### config.mk
export PLATFORM = sky130hd
export DESIGN_NAME = instruction_decoder
export DESIGN_NICKNAME = d
export VERILOG_FILES = /design/src/rtl/cpu_decode_pkg.sv /design/src/rtl/decode_if.sv /design/src/rtl/instruction_decoder.sv /design/src/rtl/branch_decoder.sv /design/src/rtl/alu_op_decoder.sv /design/src/rtl/transfer_decoder.sv
export VERILOG_INCLUDE_DIRS = /design/src /design/src/rtl
export SDC_FILE = /design/constraint.sdc
export NUM_CORES = 1
export LEC_CHECK = 0
export ABC_AREA = 1
export BUFFER_PORTS_ARGS = -buffer_cell sky130_fd_sc_hd__buf_2
export CORE_MARGIN = 2
export CORE_UTILIZATION = 35
export CTS_CLUSTER_SIZE = 16
export DETAILED_ROUTE_END_ITERATION = 10
export GPL_ROUTABILITY_DRIVEN = 0
export PLACE_DENSITY = 0.65
export SYNTH_ARGS = -nofsm -noshare
export SYNTH_HDL_FRONTEND = slang
export SYNTH_SLANG_ARGS = --single-unit
### constraint.sdc
create_clock -name i_clk -period 2.91 [get_ports i_clk]
set_input_delay 0.582 -clock i_clk [delete_from_list [all_inputs] [get_ports i_clk]]
set_output_delay 0.582 -clock i_clk [all_outputs]
set_load 0.03 [all_outputs]
### src/rtl/cpu_decode_consts.svh
// CPU decode constants
// Instruction, step and control word widths, ALU operation codes and opcodes
`ifndef CPU_DECODE_CONSTS_SVH
`define CPU_DECODE_CONSTS_SVH

`define INSTR_WIDTH      16
`define STEP_WIDTH       5
`define CTRL_WORD_WIDTH  24
`define ALU_OP_WIDTH     4

// ALU operation select, driven on the alu_op field during EO
`define ALU_ADD   4'h0
`define ALU_SUB   4'h1
`define ALU_AND   4'h2
`define ALU_OR    4'h3
`define ALU_XOR   4'h4
`define ALU_SL    4'h5
`define ALU_SR    4'h6
`define ALU_ASR   4'h7
`define ALU_ROL   4'h8
`define ALU_ROR   4'h9
`define ALU_ROLC  4'ha
`define ALU_RORC  4'hb
`define ALU_INV   4'hc
`define ALU_NEG   4'hd
`define ALU_ABS   4'he
`define ALU_CHK   4'hf

// Memory loads and stores, address in the next word
`define OP_LD_A   16'h0001
`define OP_LD_B   16'h0002
`define OP_LD_C   16'h0003
`define OP_ST_A   16'h0004
`define OP_ST_T   16'h0005
`define OP_ST_B   16'h0006
`define OP_ST_C   16'h0007

// Loads and stores with the address held in T
`define OP_LDT_A  16'h0008
`define OP_LDT_B  16'h0009
`define OP_LDT_C  16'h000a
`define OP_STT_A  16'h000b
`define OP_STT_B  16'h000c
`define OP_STT_C  16'h000d

// Register moves, source first
`define OP_MOV_AT 16'h000e
`define OP_MOV_AB 16'h000f
`define OP_MOV_AC 16'h0010
`define OP_MOV_TA 16'h0011
`define OP_MOV_TB 16'h0012
`define OP_MOV_TC 16'h0013
`define OP_MOV_BA 16'h0014
`define OP_MOV_BT 16'h0015
`define OP_MOV_BC 16'h0016
`define OP_MOV_CA 16'h0017
`define OP_MOV_CT 16'h0018
`define OP_MOV_CB 16'h0019

`define OP_OUT_A  16'h0026
`define OP_OUT_T  16'h0027
`define OP_OUT_B  16'h0028
`define OP_OUT_C  16'h0029

`define OP_LDI_A  16'h002a
`define OP_LDI_B  16'h002b
`define OP_LDI_C  16'h002c

`define OP_JMP    16'h002d
`define OP_JIZ    16'h002e
`define OP_JIC    16'h002f
`define OP_JIO    16'h0030

// ALU with an immediate operand
`define OP_ADDI   16'h0031
`define OP_SUBI   16'h0032
`define OP_ANDI   16'h0033
`define OP_ORI    16'h0034
`define OP_XORI   16'h0035

// ALU with B or C as the second operand
`define OP_ADD_B  16'h0036
`define OP_SUB_B  16'h0037
`define OP_AND_B  16'h0038
`define OP_OR_B   16'h0039
`define OP_XOR_B  16'h003a
`define OP_ADD_C  16'h003b
`define OP_SUB_C  16'h003c
`define OP_AND_C  16'h003d
`define OP_OR_C   16'h003e
`define OP_XOR_C  16'h003f

// Unary operations on A, result in T
`define OP_SL     16'h0040
`define OP_SR     16'h0041
`define OP_ASR    16'h0042
`define OP_ROL    16'h0043
`define OP_ROR    16'h0044
`define OP_ROLC   16'h0045
`define OP_RORC   16'h0046
`define OP_INV    16'h0047
`define OP_NEG    16'h0048
`define OP_ABS    16'h0049
`define OP_CHK    16'h004a

`define OP_HALT   16'hffff

`endif
### src/rtl/cpu_decode_pkg.sv
// CPU decode types
// Control word field layout and its flat/field union
`include "cpu_decode_consts.svh"

package cpu_decode_pkg;

  // Fields run from the MSB down and alu_op sits in the low nibble
  typedef struct packed {
    // Bus output enables
    logic                     co;
    logic                     ro;
    logic                     aro;
    logic                     bro;
    logic                     cro;
    logic                     tro;
    logic                     eo;
    // Load enables for MAR, IR, RAM, A, B, C, T, output and PC
    logic                     mi;
    logic                     ii;
    logic                     ri;
    logic                     ari;
    logic                     bri;
    logic                     cri;
    logic                     tri_en;
    logic                     oi;
    logic                     j;
    // Single control lines
    logic                     ce;
    logic                     el;
    logic                     adv;
    logic                     hlt;
    logic [`ALU_OP_WIDTH-1:0] alu_op;
  } ctrl_fields_t;

  typedef union packed {
    logic [`CTRL_WORD_WIDTH-1:0] raw;
    ctrl_fields_t                f;
  } ctrl_word_u;

endpackage

### src/rtl/decode_if.sv
// Decode bus from the top level to the group decoders
`timescale 1ns/1ps
`include "cpu_decode_consts.svh"

interface decode_if;
  logic [`INSTR_WIDTH-1:0] instr;
  logic [`STEP_WIDTH-1:0]  step;
  logic                    zero;
  logic                    carry;
  logic                    odd;

  // Top level drives, group decoders listen
  modport source (
    output instr, step, zero, carry, odd
  );

  modport sink (
    input instr, step, zero, carry, odd
  );
endinterface

### src/rtl/instruction_decoder.sv
// Microcode decoder top level
// Fetch steps, group decoder merge, NOP fallback and the registered control word
`timescale 1ns/1ps
`include "cpu_decode_consts.svh"

module instruction_decoder (
  input  logic                        i_clk,
  input  logic                        i_rst_n,
  input  logic [`INSTR_WIDTH-1:0]     i_instruction,
  input  logic [`STEP_WIDTH-1:0]      i_step,
  input  logic                        i_zero,
  input  logic                        i_carry,
  input  logic                        i_odd,
  output logic [`CTRL_WORD_WIDTH-1:0] o_control_word
);

  cpu_decode_pkg::ctrl_word_u  xfer_word;
  cpu_decode_pkg::ctrl_word_u  alu_word;
  cpu_decode_pkg::ctrl_word_u  br_word;
  cpu_decode_pkg::ctrl_word_u  next_word;
  logic                        xfer_claim;
  logic                        alu_claim;
  logic                        br_claim;
  logic [`CTRL_WORD_WIDTH-1:0] ctrl_q;

  decode_if dec_bus ();

  assign dec_bus.instr = i_instruction;
  assign dec_bus.step  = i_step;
  assign dec_bus.zero  = i_zero;
  assign dec_bus.carry = i_carry;
  assign dec_bus.odd   = i_odd;

  transfer_decoder xfer_i (
    .bus     (dec_bus.sink),
    .o_claim (xfer_claim),
    .o_word  (xfer_word)
  );

  alu_op_decoder alu_i (
    .bus     (dec_bus.sink),
    .o_claim (alu_claim),
    .o_word  (alu_word)
  );

  branch_decoder br_i (
    .bus     (dec_bus.sink),
    .o_claim (br_claim),
    .o_word  (br_word)
  );

  always_comb begin
    next_word.raw = '0;
    case (i_step)
      // Every instruction starts by loading the opcode from PC and bumping PC
      `STEP_WIDTH'(0): begin
        next_word.f.mi = 1'b1;
        next_word.f.co = 1'b1;
      end
      `STEP_WIDTH'(1): begin
        next_word.f.ro = 1'b1;
        next_word.f.ii = 1'b1;
        next_word.f.ce = 1'b1;
      end
      default: begin
        // Groups are disjoint and an idle group drives zero, so OR is enough
        if (xfer_claim || alu_claim || br_claim) begin
          next_word.raw = xfer_word.raw | alu_word.raw | br_word.raw;
        end else if (i_step == `STEP_WIDTH'(2)) begin
          next_word.f.adv = 1'b1;
        end
      end
    endcase
  end

  always_ff @(posedge i_clk) begin
    if (!i_rst_n) begin
      ctrl_q <= '0;
    end else begin
      ctrl_q <= next_word.raw;
    end
  end

  assign o_control_word = ctrl_q;

endmodule

### src/rtl/branch_decoder.sv
// Branch group decoder
// Micro-steps for JMP, the flag-conditional jumps and HALT
`timescale 1ns/1ps
`include "cpu_decode_consts.svh"

module branch_decoder (
  decode_if.sink                     bus,
  output logic                       o_claim,
  output cpu_decode_pkg::ctrl_word_u o_word
);

  logic is_jump;
  logic is_halt;
  logic take;

  assign is_jump = bus.instr inside {[`OP_JMP:`OP_JIO]};
  assign is_halt = (bus.instr == `OP_HALT);
  assign o_claim = is_jump | is_halt;

  // JMP is treated as a jump whose condition always holds
  always_comb begin
    case (bus.instr)
      `OP_JIZ: take = bus.zero;
      `OP_JIC: take = bus.carry;
      `OP_JIO: take = bus.odd;
      default: take = 1'b1;
    endcase
  end

  always_comb begin
    o_word.raw = '0;
    case (bus.step)
      `STEP_WIDTH'(2): begin
        if (is_jump) begin
          o_word.f.mi  = 1'b1;
          o_word.f.co  = 1'b1;
          o_word.f.ce  = 1'b1;
          // A failed test ends here with the address word already skipped
          o_word.f.adv = ~take;
        end else if (is_halt) begin
          o_word.f.hlt = 1'b1;
        end
      end
      `STEP_WIDTH'(3): begin
        if (is_jump) begin
          o_word.f.ro  = 1'b1;
          o_word.f.j   = 1'b1;
          o_word.f.adv = 1'b1;
        end
      end
      default: o_word.raw = '0;
    endcase
  end

endmodule

### src/rtl/alu_op_decoder.sv
// ALU group decoder
// Micro-steps for immediate, register and unary ALU instructions
`timescale 1ns/1ps
`include "cpu_decode_consts.svh"

module alu_op_decoder (
  decode_if.sink                     bus,
  output logic                       o_claim,
  output cpu_decode_pkg::ctrl_word_u o_word
);

  logic                       is_imm;
  logic                       is_reg_b;
  logic                       is_reg_c;
  logic                       is_unary;
  logic [`ALU_OP_WIDTH-1:0]   op;
  logic [`STEP_WIDTH-1:0]     exec_step;
  cpu_decode_pkg::ctrl_word_u exec_word;

  assign is_imm   = bus.instr inside {[`OP_ADDI:`OP_XORI]};
  assign is_reg_b = bus.instr inside {[`OP_ADD_B:`OP_XOR_B]};
  assign is_reg_c = bus.instr inside {[`OP_ADD_C:`OP_XOR_C]};
  assign is_unary = bus.instr inside {[`OP_SL:`OP_CHK]};
  assign o_claim  = is_imm | is_reg_b | is_reg_c | is_unary;

  always_comb begin
    case (bus.instr)
      `OP_ADDI, `OP_ADD_B, `OP_ADD_C: op = `ALU_ADD;
      `OP_SUBI, `OP_SUB_B, `OP_SUB_C: op = `ALU_SUB;
      `OP_ANDI, `OP_AND_B, `OP_AND_C: op = `ALU_AND;
      `OP_ORI,  `OP_OR_B,  `OP_OR_C:  op = `ALU_OR;
      `OP_XORI, `OP_XOR_B, `OP_XOR_C: op = `ALU_XOR;
      `OP_SL:   op = `ALU_SL;
      `OP_SR:   op = `ALU_SR;
      `OP_ASR:  op = `ALU_ASR;
      `OP_ROL:  op = `ALU_ROL;
      `OP_ROR:  op = `ALU_ROR;
      `OP_ROLC: op = `ALU_ROLC;
      `OP_RORC: op = `ALU_RORC;
      `OP_INV:  op = `ALU_INV;
      `OP_NEG:  op = `ALU_NEG;
      `OP_ABS:  op = `ALU_ABS;
      `OP_CHK:  op = `ALU_CHK;
      default:  op = `ALU_ADD;
    endcase
  end

  // The ALU result always lands in T and updates the flags on the last step
  assign exec_step = is_imm ? `STEP_WIDTH'(4) :
                     (is_reg_b || is_reg_c) ? `STEP_WIDTH'(3) : `STEP_WIDTH'(2);

  always_comb begin
    exec_word.raw      = '0;
    exec_word.f.eo     = 1'b1;
    exec_word.f.tri_en = 1'b1;
    exec_word.f.el     = 1'b1;
    exec_word.f.adv    = 1'b1;
    exec_word.f.alu_op = op;
  end

  always_comb begin
    o_word.raw = '0;
    if (o_claim && bus.step == exec_step) begin
      o_word = exec_word;
    end else if (is_imm && bus.step == `STEP_WIDTH'(2)) begin
      o_word.f.mi = 1'b1;
      o_word.f.co = 1'b1;
      o_word.f.ce = 1'b1;
    end else if (is_imm && bus.step == `STEP_WIDTH'(3)) begin
      // Immediate operand goes through T before the ALU sees it
      o_word.f.ro     = 1'b1;
      o_word.f.tri_en = 1'b1;
    end else if ((is_reg_b || is_reg_c) && bus.step == `STEP_WIDTH'(2)) begin
      o_word.f.bro    = is_reg_b;
      o_word.f.cro    = is_reg_c;
      o_word.f.tri_en = 1'b1;
    end
  end

endmodule

### src/rtl/transfer_decoder.sv
// Transfer group decoder
// Micro-steps for loads, stores, immediates, register moves and OUT
`timescale 1ns/1ps
`include "cpu_decode_consts.svh"

module transfer_decoder (
  decode_if.sink                     bus,
  output logic                       o_claim,
  output cpu_decode_pkg::ctrl_word_u o_word
);

  cpu_decode_pkg::ctrl_word_u path;
  logic                       mem_direct;
  logic                       mem_indirect;
  logic                       single_step;

  // Address comes from the word after the opcode
  assign mem_direct   = bus.instr inside {[`OP_LD_A:`OP_ST_C], [`OP_LDI_A:`OP_LDI_C]};
  // Address comes from T
  assign mem_indirect = bus.instr inside {[`OP_LDT_A:`OP_STT_C]};
  assign single_step  = bus.instr inside {[`OP_MOV_AT:`OP_MOV_CB], [`OP_OUT_A:`OP_OUT_C]};
  assign o_claim      = mem_direct | mem_indirect | single_step;

  // Source and destination of the data move, used on the last step of every form
  always_comb begin
    path.raw      = '0;
    path.f.aro    = bus.instr inside {`OP_ST_A, `OP_STT_A, `OP_MOV_AT, `OP_MOV_AB,
                                      `OP_MOV_AC, `OP_OUT_A};
    path.f.tro    = bus.instr inside {`OP_ST_T, `OP_MOV_TA, `OP_MOV_TB, `OP_MOV_TC,
                                      `OP_OUT_T};
    path.f.bro    = bus.instr inside {`OP_ST_B, `OP_STT_B, `OP_MOV_BA, `OP_MOV_BT,
                                      `OP_MOV_BC, `OP_OUT_B};
    path.f.cro    = bus.instr inside {`OP_ST_C, `OP_STT_C, `OP_MOV_CA, `OP_MOV_CT,
                                      `OP_MOV_CB, `OP_OUT_C};
    path.f.ari    = bus.instr inside {`OP_LD_A, `OP_LDT_A, `OP_LDI_A, `OP_MOV_TA,
                                      `OP_MOV_BA, `OP_MOV_CA};
    path.f.bri    = bus.instr inside {`OP_LD_B, `OP_LDT_B, `OP_LDI_B, `OP_MOV_AB,
                                      `OP_MOV_TB, `OP_MOV_CB};
    path.f.cri    = bus.instr inside {`OP_LD_C, `OP_LDT_C, `OP_LDI_C, `OP_MOV_AC,
                                      `OP_MOV_TC, `OP_MOV_BC};
    path.f.tri_en = bus.instr inside {`OP_MOV_AT, `OP_MOV_BT, `OP_MOV_CT};
    // RAM is the source for every load and the sink for every store
    path.f.ro     = bus.instr inside {[`OP_LD_A:`OP_LD_C], [`OP_LDT_A:`OP_LDT_C],
                                      [`OP_LDI_A:`OP_LDI_C]};
    path.f.ri     = bus.instr inside {[`OP_ST_A:`OP_ST_C], [`OP_STT_A:`OP_STT_C]};
    path.f.oi     = bus.instr inside {[`OP_OUT_A:`OP_OUT_C]};
  end

  always_comb begin
    o_word.raw = '0;
    case (bus.step)
      `STEP_WIDTH'(2): begin
        if (mem_direct) begin
          // Point MAR at the operand word and step past it
          o_word.f.mi = 1'b1;
          o_word.f.co = 1'b1;
          o_word.f.ce = 1'b1;
        end else if (mem_indirect) begin
          o_word.f.mi  = 1'b1;
          o_word.f.tro = 1'b1;
        end else if (single_step) begin
          o_word.raw   = path.raw;
          o_word.f.adv = 1'b1;
        end
      end
      `STEP_WIDTH'(3): begin
        if (mem_direct || mem_indirect) begin
          o_word.raw   = path.raw;
          o_word.f.adv = 1'b1;
        end
      end
      default: o_word.raw = '0;
    endcase
  end

endmodule

# Word level (Yosys, flattened, before mapping)
# Memories as Yosys holds them, arrays and structs flattened.
# Cells that the tools add are included.
# Widths: inputs -> output; s select.
# op_classes
magnitude_cmp,24
n_eq_ne,40
muxes,49
bitwise,11
n_reduce_logical,38
# op_table
cell,count
$eq 16x5->1 const B,10
$eq 16x6->1 const B,10
$eq 16x4->1 const B,8
$ge 16x6->1 const B,6
$le 16x6->1 const B,6
$eq 16x3->1 const B,4
$ge 16x4->1 const B,3
$or 24x24->24,2
$pmux 24 s2,1
$mux 23,2
$reduce_bool 6->1,6
$eq 16x2->1 const B,2
$le 16x4->1 const B,2
$mux 1,25
$logic_and 1x1->1,18
$mux 18,1
$eq 16x1->1 const B,1
$eq 16x16->1 const B,1
$ge 16x1->1 const B,1
$ge 16x3->1 const B,1
$ge 16x7->1 const B,1
$le 16x2->1 const B,1
$le 16x3->1 const B,1
$le 16x5->1 const B,1
other kinds (23),48
# totals
reg_bits,24
rom_bits,512
in_bits,26
out_inout_bits,24
elab_cells,166
n_memories,1
# memory_table
memory,depth,width,rd,rd_clocked_by_memory_dff,write_ports,line_no,source
(name not given),128,4,1,0,0,alu_op_decoder.sv:27,case (bus.instr)

# Logic depth before layout (Yosys ltp)
# Gate-level depths: netlist of the first run.
# logic_depth
depth_word,12
mapped_depth,16
ltp_nobuf,16

# Cells and area by module
# From an unflattened synthesis of the first run, not the netlist that was laid out.
# hier_totals
cells_unflattened,524
hier_area_um2,3196.8
# by_module_without_submodules
mod,n_inst,cells_each,area_each_um2,seq_area_each_um2
transfer_decoder,1,184,977.2,0.0
instruction_decoder,1,108,959.7,480.5
alu_op_decoder,1,149,807.0,0.0
branch_decoder,1,83,452.9,0.0

# Worst setup path before layout of the first run
# Ideal clock, no wire load.
# synth_path
path_kind,input port to flip-flop
from,input i_instruction[1]
to,register ctrl_q[2] (netlist: o_control_word[2])
setup_ps,119
t_arrival_ps,2002
required_ps,2791
slack_ps,788
cell_stages,12
n_path_buf,1
cell_sequence,inv_1 ha_1 clkbuf_1 nand2_1 nand3_1 nor2_1 nor2_1 nand4_2 nor2_4 nor2_4 nand2_4 nor3_1
# synth_between
elab_chain_len,10
elab_cells_between_ends,56
classes_between,20 x order compare; 2 x eq/ne; 7 x mux; 9 x bitwise; 17 x reduce/logical; 1 x memory
# synth_lines
element,line_no,source
"start, declared",instruction_decoder.sv:9,"input logic [`INSTR_WIDTH-1:0] i_instruction,"
"$ge 16x6->1, or another cell as far along",alu_op_decoder.sv:21,assign is_reg_b = bus.instr inside {[`OP_ADD_B:`OP_XOR_B]};
"$logic_and 1x1->1, on equally long branches","alu_op_decoder.sv:21, alu_op_decoder.sv:22",
$logic_or 1x1->1,alu_op_decoder.sv:50,(is_reg_b || is_reg_c) ? `STEP_WIDTH'(3) : `STEP_WIDTH'(2);
$mux 1,alu_op_decoder.sv:50,
$mux 5,alu_op_decoder.sv:49,assign exec_step = is_imm ? `STEP_WIDTH'(4) :
$eq 5x5->1,alu_op_decoder.sv:63,if (o_claim && bus.step == exec_step) begin
$logic_and 1x1->1,alu_op_decoder.sv:63,
$mux 7,alu_op_decoder.sv:63,
$or 24x24->24 (2 in a row),instruction_decoder.sv:68,next_word.raw = xfer_word.raw | alu_word.raw | br_word.raw;
"end signal, assigned",instruction_decoder.sv:80,ctrl_q <= next_word.raw;
"end, declared",instruction_decoder.sv:24,logic [`CTRL_WORD_WIDTH-1:0] ctrl_q;
# Several ways; a longest one is shown, not always the timed one.
# A chain may end at the register's enable or synchronous reset.

# Final worst setup path of the first run
# layout_path
from,input i_instruction[8]
to,register ctrl_q[3] (netlist: o_control_word[3])
# Same word-level chain as after synthesis.

==> results of run 1 <==
power by group:
group          internal [µW]  switching, µW  total, µW
clock network           95.1           89.7        185
registers                315          0.203        315
logic                   42.2            109        151
total                    453            199        652
metrics by stage:
stage | worst slack, ns | area (µm²)
after global placement | 0.383 | 2710
after floorplan | 0.788 | 2420
after global routing | 0.364 | 2750
final | 0.541 | 2750
after CTS | 0.577 | 2750
after detailed placement | 0.321 | 2710
layout make-up:
| cell class | instances | area, µm² | share of cell area (%) |
|---|---|---|---|
| clock buffers | 3 | 41.3 | 1.50 |
| clock inverters | 1 | 5.00 | 0.182 |
| inverters | 51 | 193 | 7.00 |
| multi-input cells | 332 | 1690 | 61.5 |
| flip-flops and latches | 23 | 460 | 16.7 |
| well taps | 80 | 100 | 3.63 |
| repair buffers | 51 | 260 | 9.45 |
worst paths after layout:
| check | start | end | depth (start not counted) |
|---|---|---|---|
| setup / recovery | i_instruction[8] | o_control_word[3]$_SDFF_PP0_ | 12 |
| hold / removal | i_step[4] | o_control_word[15]$_SDFF_PN0_ | 2 |
Yosys cell counts, drive strengths merged, types with 2 or more instances:
master / instances / share of area [%]
nand2: 113 / 19
a21oi: 9 / 2.0
o211ai: 4 / 1.2
nor3: 16 / 4.0
nor2: 84 / 16
nand4: 16 / 4.4
nand3: 43 / 9.3
buf: 7 / 2.5
o22ai: 2 / 0.52
clkbuf: 2 / 0.31
o21ai: 26 / 6.0
a22oi: 2 / 0.62
inv: 50 / 7.8
nor4: 3 / 0.78
ha: 5 / 2.6
dfxtp: 23 / 19
logic make-up after synthesis:
logic type | Yosys count | share of synthesized area [%]
AND/OR/NAND/NOR | 275 | 53.9
buffers and inverters | 60 | 10.8
AO/OA/AOI/OAI | 52 | 13.7
flip-flops | 23 | 19.1
adder cells (fa/ha/maj) | 5 | 2.59
worst max-delay path, delay by kind of cell:
| kind | cells | cell delay [ns] |
|---|---|---|
| AO/OA/AOI/OAI | 1 | 0.17 |
| buffers and inverters | 1 | 0.13 |
| AND/OR/NAND/NOR | 10 | 1.66 |
routing by layer:
metal / up-vias / GRT usage [%] / routed length, µm
met5: - / 0 / 0
met4: 0 / 7.39 / 198
met3: 16 / 1.80 / 664
met2: 162 / 33.4 / 3440
met1: 1261 / 28.8 / 3310
li1: 1461 / - / -
==> flow_summary_export.csv, run 1 <==
group,metric,value,unit
routing,antenna_left,0,
hold_path,hp-class,"primary input to flip-flop",
layout,drive_above_1_share,20.8,%
layout,diodes,0,
power,ir_worst_vdd,0.0000915,V
yosys,avgSynthCellArea,5.82,µm²
routing,drc_errors,0,
layout,utilization,41.0,%
clock_tree,htreeDepth,1,
clock_tree,clock_tree.buffer_depth,2,
routing,drt_wl_total,7610,µm
global_routing,grt_first_pass_wirelength,12600,µm
global_routing,antenna_found_initial,0,
layout,final_cell_count_no_fill,541,
sta,holdWs,0.546,ns
placement,dp.cells,537,
clock_tree,clkTransAtPathRegs,0.08,ns
routing,drt-wirelength-per-cell,14.1,µm
setup_path,crit_slowest_cell,"nor2_4",
global_routing,grt_max_degree,18,
global_routing,grt_pass1_vias,2659,
setup_path,crit_arrival,2.54,ns
sta,finalMaxSlewViolations,0,
layout,final_nets,493,
yosys,synth_seq_cells,23,
sta,fin_crit_sh,81.4,%
clock_tree,hold_buffers,0,
setup_path,worstPathMaxFanout,17,
floorplanning,start_util,36.0,%
yosys,synthFlopType,"dfxtp_1",
clock_tree,cts_tree,"built",
yosys,synthArstFlopShare,0,%
yosys,syn-cell-area,0.00242,mm²
floorplanning,die_width,87.1,µm
sta,slew_headroom,69.2,%
yosys,synth_nets,446,
sta,fmax,422,MHz
sta,hold_viol_final,0,
yosys,synth_edf_count,0,
run_status,run_status,"complete, no violations",
floorplanning,die_area,0.00758,mm²
layout,final_common_cell,"nand2_1",
clock_tree,cts_resized,0,
sta,fin_setup_tns,0,ns
routing,dr.pass1.iters,5,
layout,fillers,743,
placement,post-dp-hpwl,6220,µm
sta,tightest_slew,0.461,ns
flow_run,cap_viol_max_count,0,
sta,setup-violations-final,0,
global_routing,grt_use_total,20.8,%
power,leakagePower,0.00137,µW
routing,drt_iter0_markers,416,
floorplanning,io_pins,50,
yosys,yosys_warnings,0,
yosys,seq_area_frac_synth,19.1,%
setup_path,critPathCaptureType,"flip-flop",
clock_tree,cts_setup_buffers,0,
yosys,ys_types,40,
power,p_total,652,µW
routing,vias_per_cell,5.36,
setup_path,max_stage_delay,0.34,ns
clock_tree,clock_sinks,23,
clock_tree,cts_buffers,3,
layout,final_cell_mix,"nand2_1 (102), nor2_1 (69), buf_2 (49), inv_1 (44), nand3_1 (41)",
setup_path,cp_cell_sequence,"buf_2, nor2_1, nand2_1, nor2_4, nand2_2, nor2_2, nand3_1, o21ai_0, nand3_1, nor2_2, nand2_2, nor3_1",
clock_tree,ctsRootBufferMaster,"clkbuf_8",
setup_path,startpoint_type,"primary input",
routing,dr_total_vias,2900,
floorplanning,die_h,87.1,µm
floorplanning,rows,30,
layout,largest_reg_flops,23,
layout,area_growth,14.0,%
placement,port_buffers,49,
global_routing,gr-total-overflow,0,
setup_path,crit_required,3.08,ns
setup_path,crit_type,"primary input to flip-flop",
floorplanning,core,0.00672,mm²
sta,rsz0062_at_grt,"false",
power,p_per_area,237,mW/mm²
sta,post-route-min-period,2.37,ns
yosys,synthCells,415,
No activity file was read; power rests on OpenSTA's default activity.
==> run 2, diff against run 1 <==
--- a/config.mk
+++ b/config.mk
@@ -13,7 +13,7 @@
 export CTS_CLUSTER_SIZE = 16
 export DETAILED_ROUTE_END_ITERATION = 10
 export GPL_ROUTABILITY_DRIVEN = 0
-export PLACE_DENSITY = 0.65
+export PLACE_DENSITY = 0.67
 export SYNTH_ARGS = -nofsm -noshare
 export SYNTH_HDL_FRONTEND = slang
 export SYNTH_SLANG_ARGS = --single-unit
==> constraint.sdc (replaced) <==
create_clock -name i_clk -period 2 [get_ports i_clk]
set_input_delay 0.4 -clock i_clk [delete_from_list [all_inputs] [get_ports i_clk]]
set_output_delay 0.4 -clock i_clk [all_outputs]
set_load 0.03 [all_outputs]
==> flow_summary_export.csv, run 2 (same netlist as run 1, synthesis figures left out) <==
group,metric,value,unit
setup_path,crit_required,2.16,ns
routing,drt_wl_total,9210,µm
setup_path,worstPathMaxFanout,4,
floorplanning,core,0.00672,mm²
setup_path,cp_cell_sequence,"buf_4, buf_4, ha_2, nor2_1, inv_1, nand4_1, inv_1, a21oi_2, nand3_2, nor2_4, nor2_4, buf_6, nand4_1, nand2_1",
clock_tree,cts_tree,"built",
setup_path,startpoint_type,"primary input",
layout,drive_above_1_share,41.2,%
power,leakagePower,0.00192,µW
layout,final_common_cell,"buf_4",
layout,utilization,56.6,%
layout,final_cell_mix,"buf_4 (101), nand2_1 (95), nor2_1 (60), buf_2 (42), inv_1 (39)",
placement,post-dp-hpwl,7180,µm
floorplanning,die_width,87.1,µm
global_routing,grt_first_pass_wirelength,14100,µm
setup_path,crit_slowest_cell,"ha_2",
flow_run,cap_viol_max_count,0,
clock_tree,hold_buffers,0,
setup_path,critPathCaptureType,"flip-flop",
power,p_int,756,µW
sta,slew_headroom,71.8,%
global_routing,grt_max_degree,14,
routing,dr.pass1.iters,5,
layout,final_cell_count_no_fill,646,
routing,vias_per_cell,5.37,
sta,holdWs,0.357,ns
hold_path,hp-class,"primary input to flip-flop",
routing,dr_total_vias,3466,
layout,fin_area,0.00380,mm²
global_routing,antenna_found_initial,0,
power,ir_worst_vdd,0.000158,V
routing,drt-wirelength-per-cell,14.3,µm
sta,fmax,516,MHz
sta,tightest_slew,0.421,ns
placement,port_buffers,49,
setup_path,crit_type,"primary input to flip-flop",
floorplanning,die_h,87.1,µm
power,p_per_area,291,mW/mm²
sta,fin_crit_sh,96.8,%
clock_tree,cts_buffers,3,
floorplanning,io_pins,50,
placement,post_dp_cell_area,0.00342,mm²
floorplanning,die_area,0.00758,mm²
sta,hold_viol_final,0,
run_status,run_status,"complete, no violations",
layout,final_nets,598,
global_routing,grt_use_total,23.3,%
sta,fin_setup_tns,0,ns
power,power_switching,351,µW
placement,dp.cells,629,
layout,diodes,0,
floorplanning,rows,30,
clock_tree,ctsRootBufferMaster,"clkbuf_8",
setup_path,crit_arrival,2.10,ns
layout,area_growth,57.3,%
power,p_clk_share,25.9,%
sta,post-route-min-period,1.94,ns
routing,antenna_left,0,
power,power_frac_seq,41.4,%
sta,finalMaxSlewViolations,0,
power,swShare,31.7,%
clock_tree,clkTransAtPathRegs,0.08,ns
routing,drt_iter0_markers,522,
routing,drc_errors,0,
sta,setup-violations-final,0,
global_routing,grt_pass1_vias,3081,
clock_tree,clock_tree.buffer_depth,2,
layout,largest_reg_flops,23,
power,pwr-share-comb,32.6,%
setup_path,max_stage_delay,0.20,ns
floorplanning,start_util,36.0,%
clock_tree,htreeDepth,1,
global_routing,gr-total-overflow,0,
clock_tree,clock_sinks,23,
## run 2: cell types whose count changed in the layout (fill, tap and decap cells not counted), moves of 3 or more
cell     before  now
buf_6         0    8
nand3_1      41   38
nand3_2       2    5
ha_1          5    2
nand2_1     102   95
inv_1        44   39
nor2_1       69   60
buf_2        49   42
buf_4         2  101
nand2_2       8   15
o21ai_0      24   21
inv_4         0    3
nor2_4        7   14
## run 2: final cells by class
class / count / area [µm²]
inverters: 51 / 204
repair buffers: 155 / 1140
fillers: 624 / 2920
well taps: 80 / 100
clock inverters: 1 / 5.00
multi-input cells: 333 / 1850
flip-flops and latches: 23 / 460
clock buffers: 3 / 41.3
## run 2: metrics by stage
| stage | setup slack, ns | total power [µW] |
|---|---|---|
| 6_report | 0.0638 | 1110 |
| 3_3_place_gp | -0.233 | 771 |
| 2_1_floorplan | 0.0604 | 612 |
| 4_1_cts | 0.0173 | 1060 |
| 5_1_grt | -0.0763 | 1150 |
| 3_5_place_dp | -0.318 | 776 |
## run 2: power groups by stage
stage	Clock (µW)	Sequential (µW)	Combinational, µW
6_report	287	459	361
5_1_grt	305	459	389
4_1_cts	289	459	308
3_5_place_dp	0	470	306
3_3_place_gp	0	470	302
2_1_floorplan	0	472	140
## run 2: path summary, 6_finish.rpt
path,cells after the start,end,start
worst max-delay path,14,o_control_word[10]$_SDFF_PP0_,i_instruction[0]
worst min-delay path,2,o_control_word[15]$_SDFF_PN0_,i_step[4]
## run 2: per-layer routing
metal	share of wire, %	up-vias	GRT usage, %
met1	40	1558	30.2
met5	0	-	0
met2	48	198	40.0
met4	4.0	0	9.23
li1	-	1676	-
met3	8.2	34	1.90
## run 2: critical path: cells and delay by family
kind,cells,cell delay (ns)
fa+ha+maj,1,0.20
compound gates,1,0.17
buf+inv,5,0.58
simple gates,7,0.75
## run 2: repair_timing
| action | in CTS | in global routing |
|---|---|---|
| setup endpoints to repair | 2 | 18 |
| resized for setup | 2 | 60 |
| gates cloned | 0 | 2 |
| buffers inserted | 0 | 11 |
| pin swaps | 0 | 30 |
==> run 3, diff against run 2 <==
--- a/config.mk
+++ b/config.mk
@@ -13,7 +13,9 @@
 export CTS_CLUSTER_SIZE = 16
 export DETAILED_ROUTE_END_ITERATION = 10
 export GPL_ROUTABILITY_DRIVEN = 0
-export PLACE_DENSITY = 0.67
+export MAX_ROUTING_LAYER = met4
+export PLACE_DENSITY = 0.66
 export SYNTH_ARGS = -nofsm -noshare
 export SYNTH_HDL_FRONTEND = slang
+export SYNTH_HIERARCHICAL = 1
 export SYNTH_SLANG_ARGS = --single-unit
==> flow_summary_export.csv, run 3 <==
group,metric,value,unit
floorplanning,core,0.00881,mm²
yosys,synth_seq_cells,24,
placement,port_buffers,49,
routing,drc_errors,0,
routing,vias_per_cell,4.60,
global_routing,grt_pass1_vias,3301,
layout,fillers,934,
global_routing,antenna_found_initial,0,
yosys,syn-cell-area,0.00320,mm²
yosys,synthCells,524,
yosys,synthTopCellsByCount,"nand2_1 (109), nor2_1 (67), inv_1 (56)",
sta,fin_crit_sh,94.5,%
global_routing,gr-total-overflow,0,
routing,antenna_left,0,
floorplanning,die_area,0.00991,mm²
layout,fin_area,0.00415,mm²
power,ir_worst_vdd,0.000207,V
layout,area_growth,29.8,%
yosys,ys_types,44,
placement,post-dp-hpwl,7120,µm
setup_path,crit_arrival,2.05,ns
placement,place_worst_setup_slack,-0.217,ns
floorplanning,die_width,99.6,µm
flow_run,cap_viol_max_count,0,
setup_path,worstPathMaxFanout,10,
yosys,yosys_warnings,6,
layout,drive_above_1_share,36.2,%
yosys,yosysMostFrequentCell,"nand2_1",
setup_path,critPathCaptureType,"flip-flop",
floorplanning,rows,34,
yosys,seq_area_frac_synth,15.0,%
yosys,ys_top_cells_by_area,"dfxtp_1 (15%), nand2_1 (13%), buf_4 (11%)",
clock_tree,clock_sinks,24,
yosys,synth.largest_area_cell,"dfxtp_1",
clock_tree,cts_tree,"built",
clock_tree,cts_buffers,3,
layout,final_cell_mix,"nand2_1 (109), buf_4 (87), nor2_1 (66), inv_1 (56), buf_2 (49)",
global_routing,grt_use_total,17.3,%
placement,post_dp_cell_area,0.00404,mm²
layout,largest_reg_flops,24,
layout,final_common_cell,"nand2_1",
power,p_total,1290,µW
sta,finalMaxSlewViolations,0,
routing,drt_wl_total,8170,µm
clock_tree,ctsRootBufferMaster,"clkbuf_8",
floorplanning,io_pins,50,
yosys,yosysTopAreaCellShare,15.0,%
sta,fin_setup_tns,0,ns
yosys,synthFlopType,"dfxtp_1",
sta,holdWs,0.457,ns
yosys,synthArstFlopShare,0,%
sta,fmax,529,MHz
layout,diodes,0,
sta,setup_ws,0.110,ns
global_routing,grt_first_pass_wirelength,14000,µm
clock_tree,clkTransAtPathRegs,0.09,ns
sta,setup-violations-final,0,
layout,final_nets,684,
routing,drt_iter0_markers,192,
hold_path,hp-class,"primary input to flip-flop",
global_routing,grt_max_degree,15,
clock_tree,htreeDepth,1,
power,p_per_area,312,mW/mm²
routing,drt-wirelength-per-cell,10.8,µm
power,leakagePower,0.00223,µW
setup_path,crit_required,2.16,ns
setup_path,startpoint_type,"primary input",
clock_tree,clock_tree.buffer_depth,2,
routing,dr_total_vias,3496,
yosys,synth_edf_count,0,
floorplanning,start_util,36.3,%
run_status,run_status,"complete, no violations",
sta,hold_viol_final,0,
routing,dr.pass1.iters,4,
floorplanning,die_h,99.6,µm
sta,post-route-min-period,1.89,ns
setup_path,crit_type,"primary input to flip-flop",
yosys,avgSynthCellArea,6.10,µm²
-- run 3: cell count changes after synthesis, moves of 5 or more --
cell     change
nor2_4      +11
inv_1       +12
o21ai_0     -12
nor2_2      +20
nand2_1      +7
inv_2        +7
buf_4       +42
nor3_1      +18
o22ai_1      +5
-- run 3: critical path, cell delays in order --
cell,delay (ns)
buf_2,0.13
nor2_2,0.13
nand2_1,0.11
inv_1,0.08
nand2_2,0.12
nor2_8,0.13
nand3_2,0.12
nand4_1,0.19
nand2_4,0.09
nand2_8,0.11
nor2_2,0.06
nor3_1,0.30
nor2_4,0.06
-- run 3: final timing paths --
check	start	to	slack, ns	depth (start not counted)
worst max-delay path	i_instruction[9]	o_control_word[10]$_SDFF_PP0_	0.11	13
worst min-delay path	i_rst_n	o_control_word[16]$_SDFF_PN0_	0.46	3
-- run 3: area by class of cell --
class	count	area, µm²	area share [%]
multi-input combinational	414	2240	53.9
inverter	71	269	6.48
sequential	24	480	11.6
clock buffer	3	41.3	0.995
timing repair buffer	139	958	23.1
clock inverter	1	30.0	0.724
tap	108	135	3.26
-- run 3: through the flow --
step,instances,util [%]
floorplan,557,-
global placement,755,45.9
detailed placement,755,45.9
CTS,759,46.7
global route,760,47.1
finish,760,47.1
-- run 3: logic make-up after synthesis --
family	synth area share, %
AO/OA/AOI/OAI	8.34
AND/OR/NAND/NOR	54.2
adder cells (fa/ha/maj)	1.96
buffers and inverters	20.1
flip-flops	15.0
other	0.352
-- run 3: per-layer routing --
| layer | wire length (µm) | up-vias | GRT usage (%) |
|---|---|---|---|
| li1 | - | 1847 | - |
| met1 | 3620 | 1530 | 20.7 |
| met2 | 3960 | 108 | 31.0 |
| met3 | 442 | 11 | 1.62 |
| met4 | 150 | 0 | 4.53 |
| met5 | 0 | - | - |
-- run 3: repair_timing --
| action | 4_1_cts | 5_1_grt |
|---|---|---|
| gates resized for setup | 0 | 6 |
| endpoints found under the setup margin | 0 | 21 |
| hold buffers | 0 | 0 |
| setup buffers | 0 | 1 |
-- run 3: power breakdown --
group          switching (µW)  internal (µW)
sequential              0.288            479
combinational             221            162
clock                     164            268
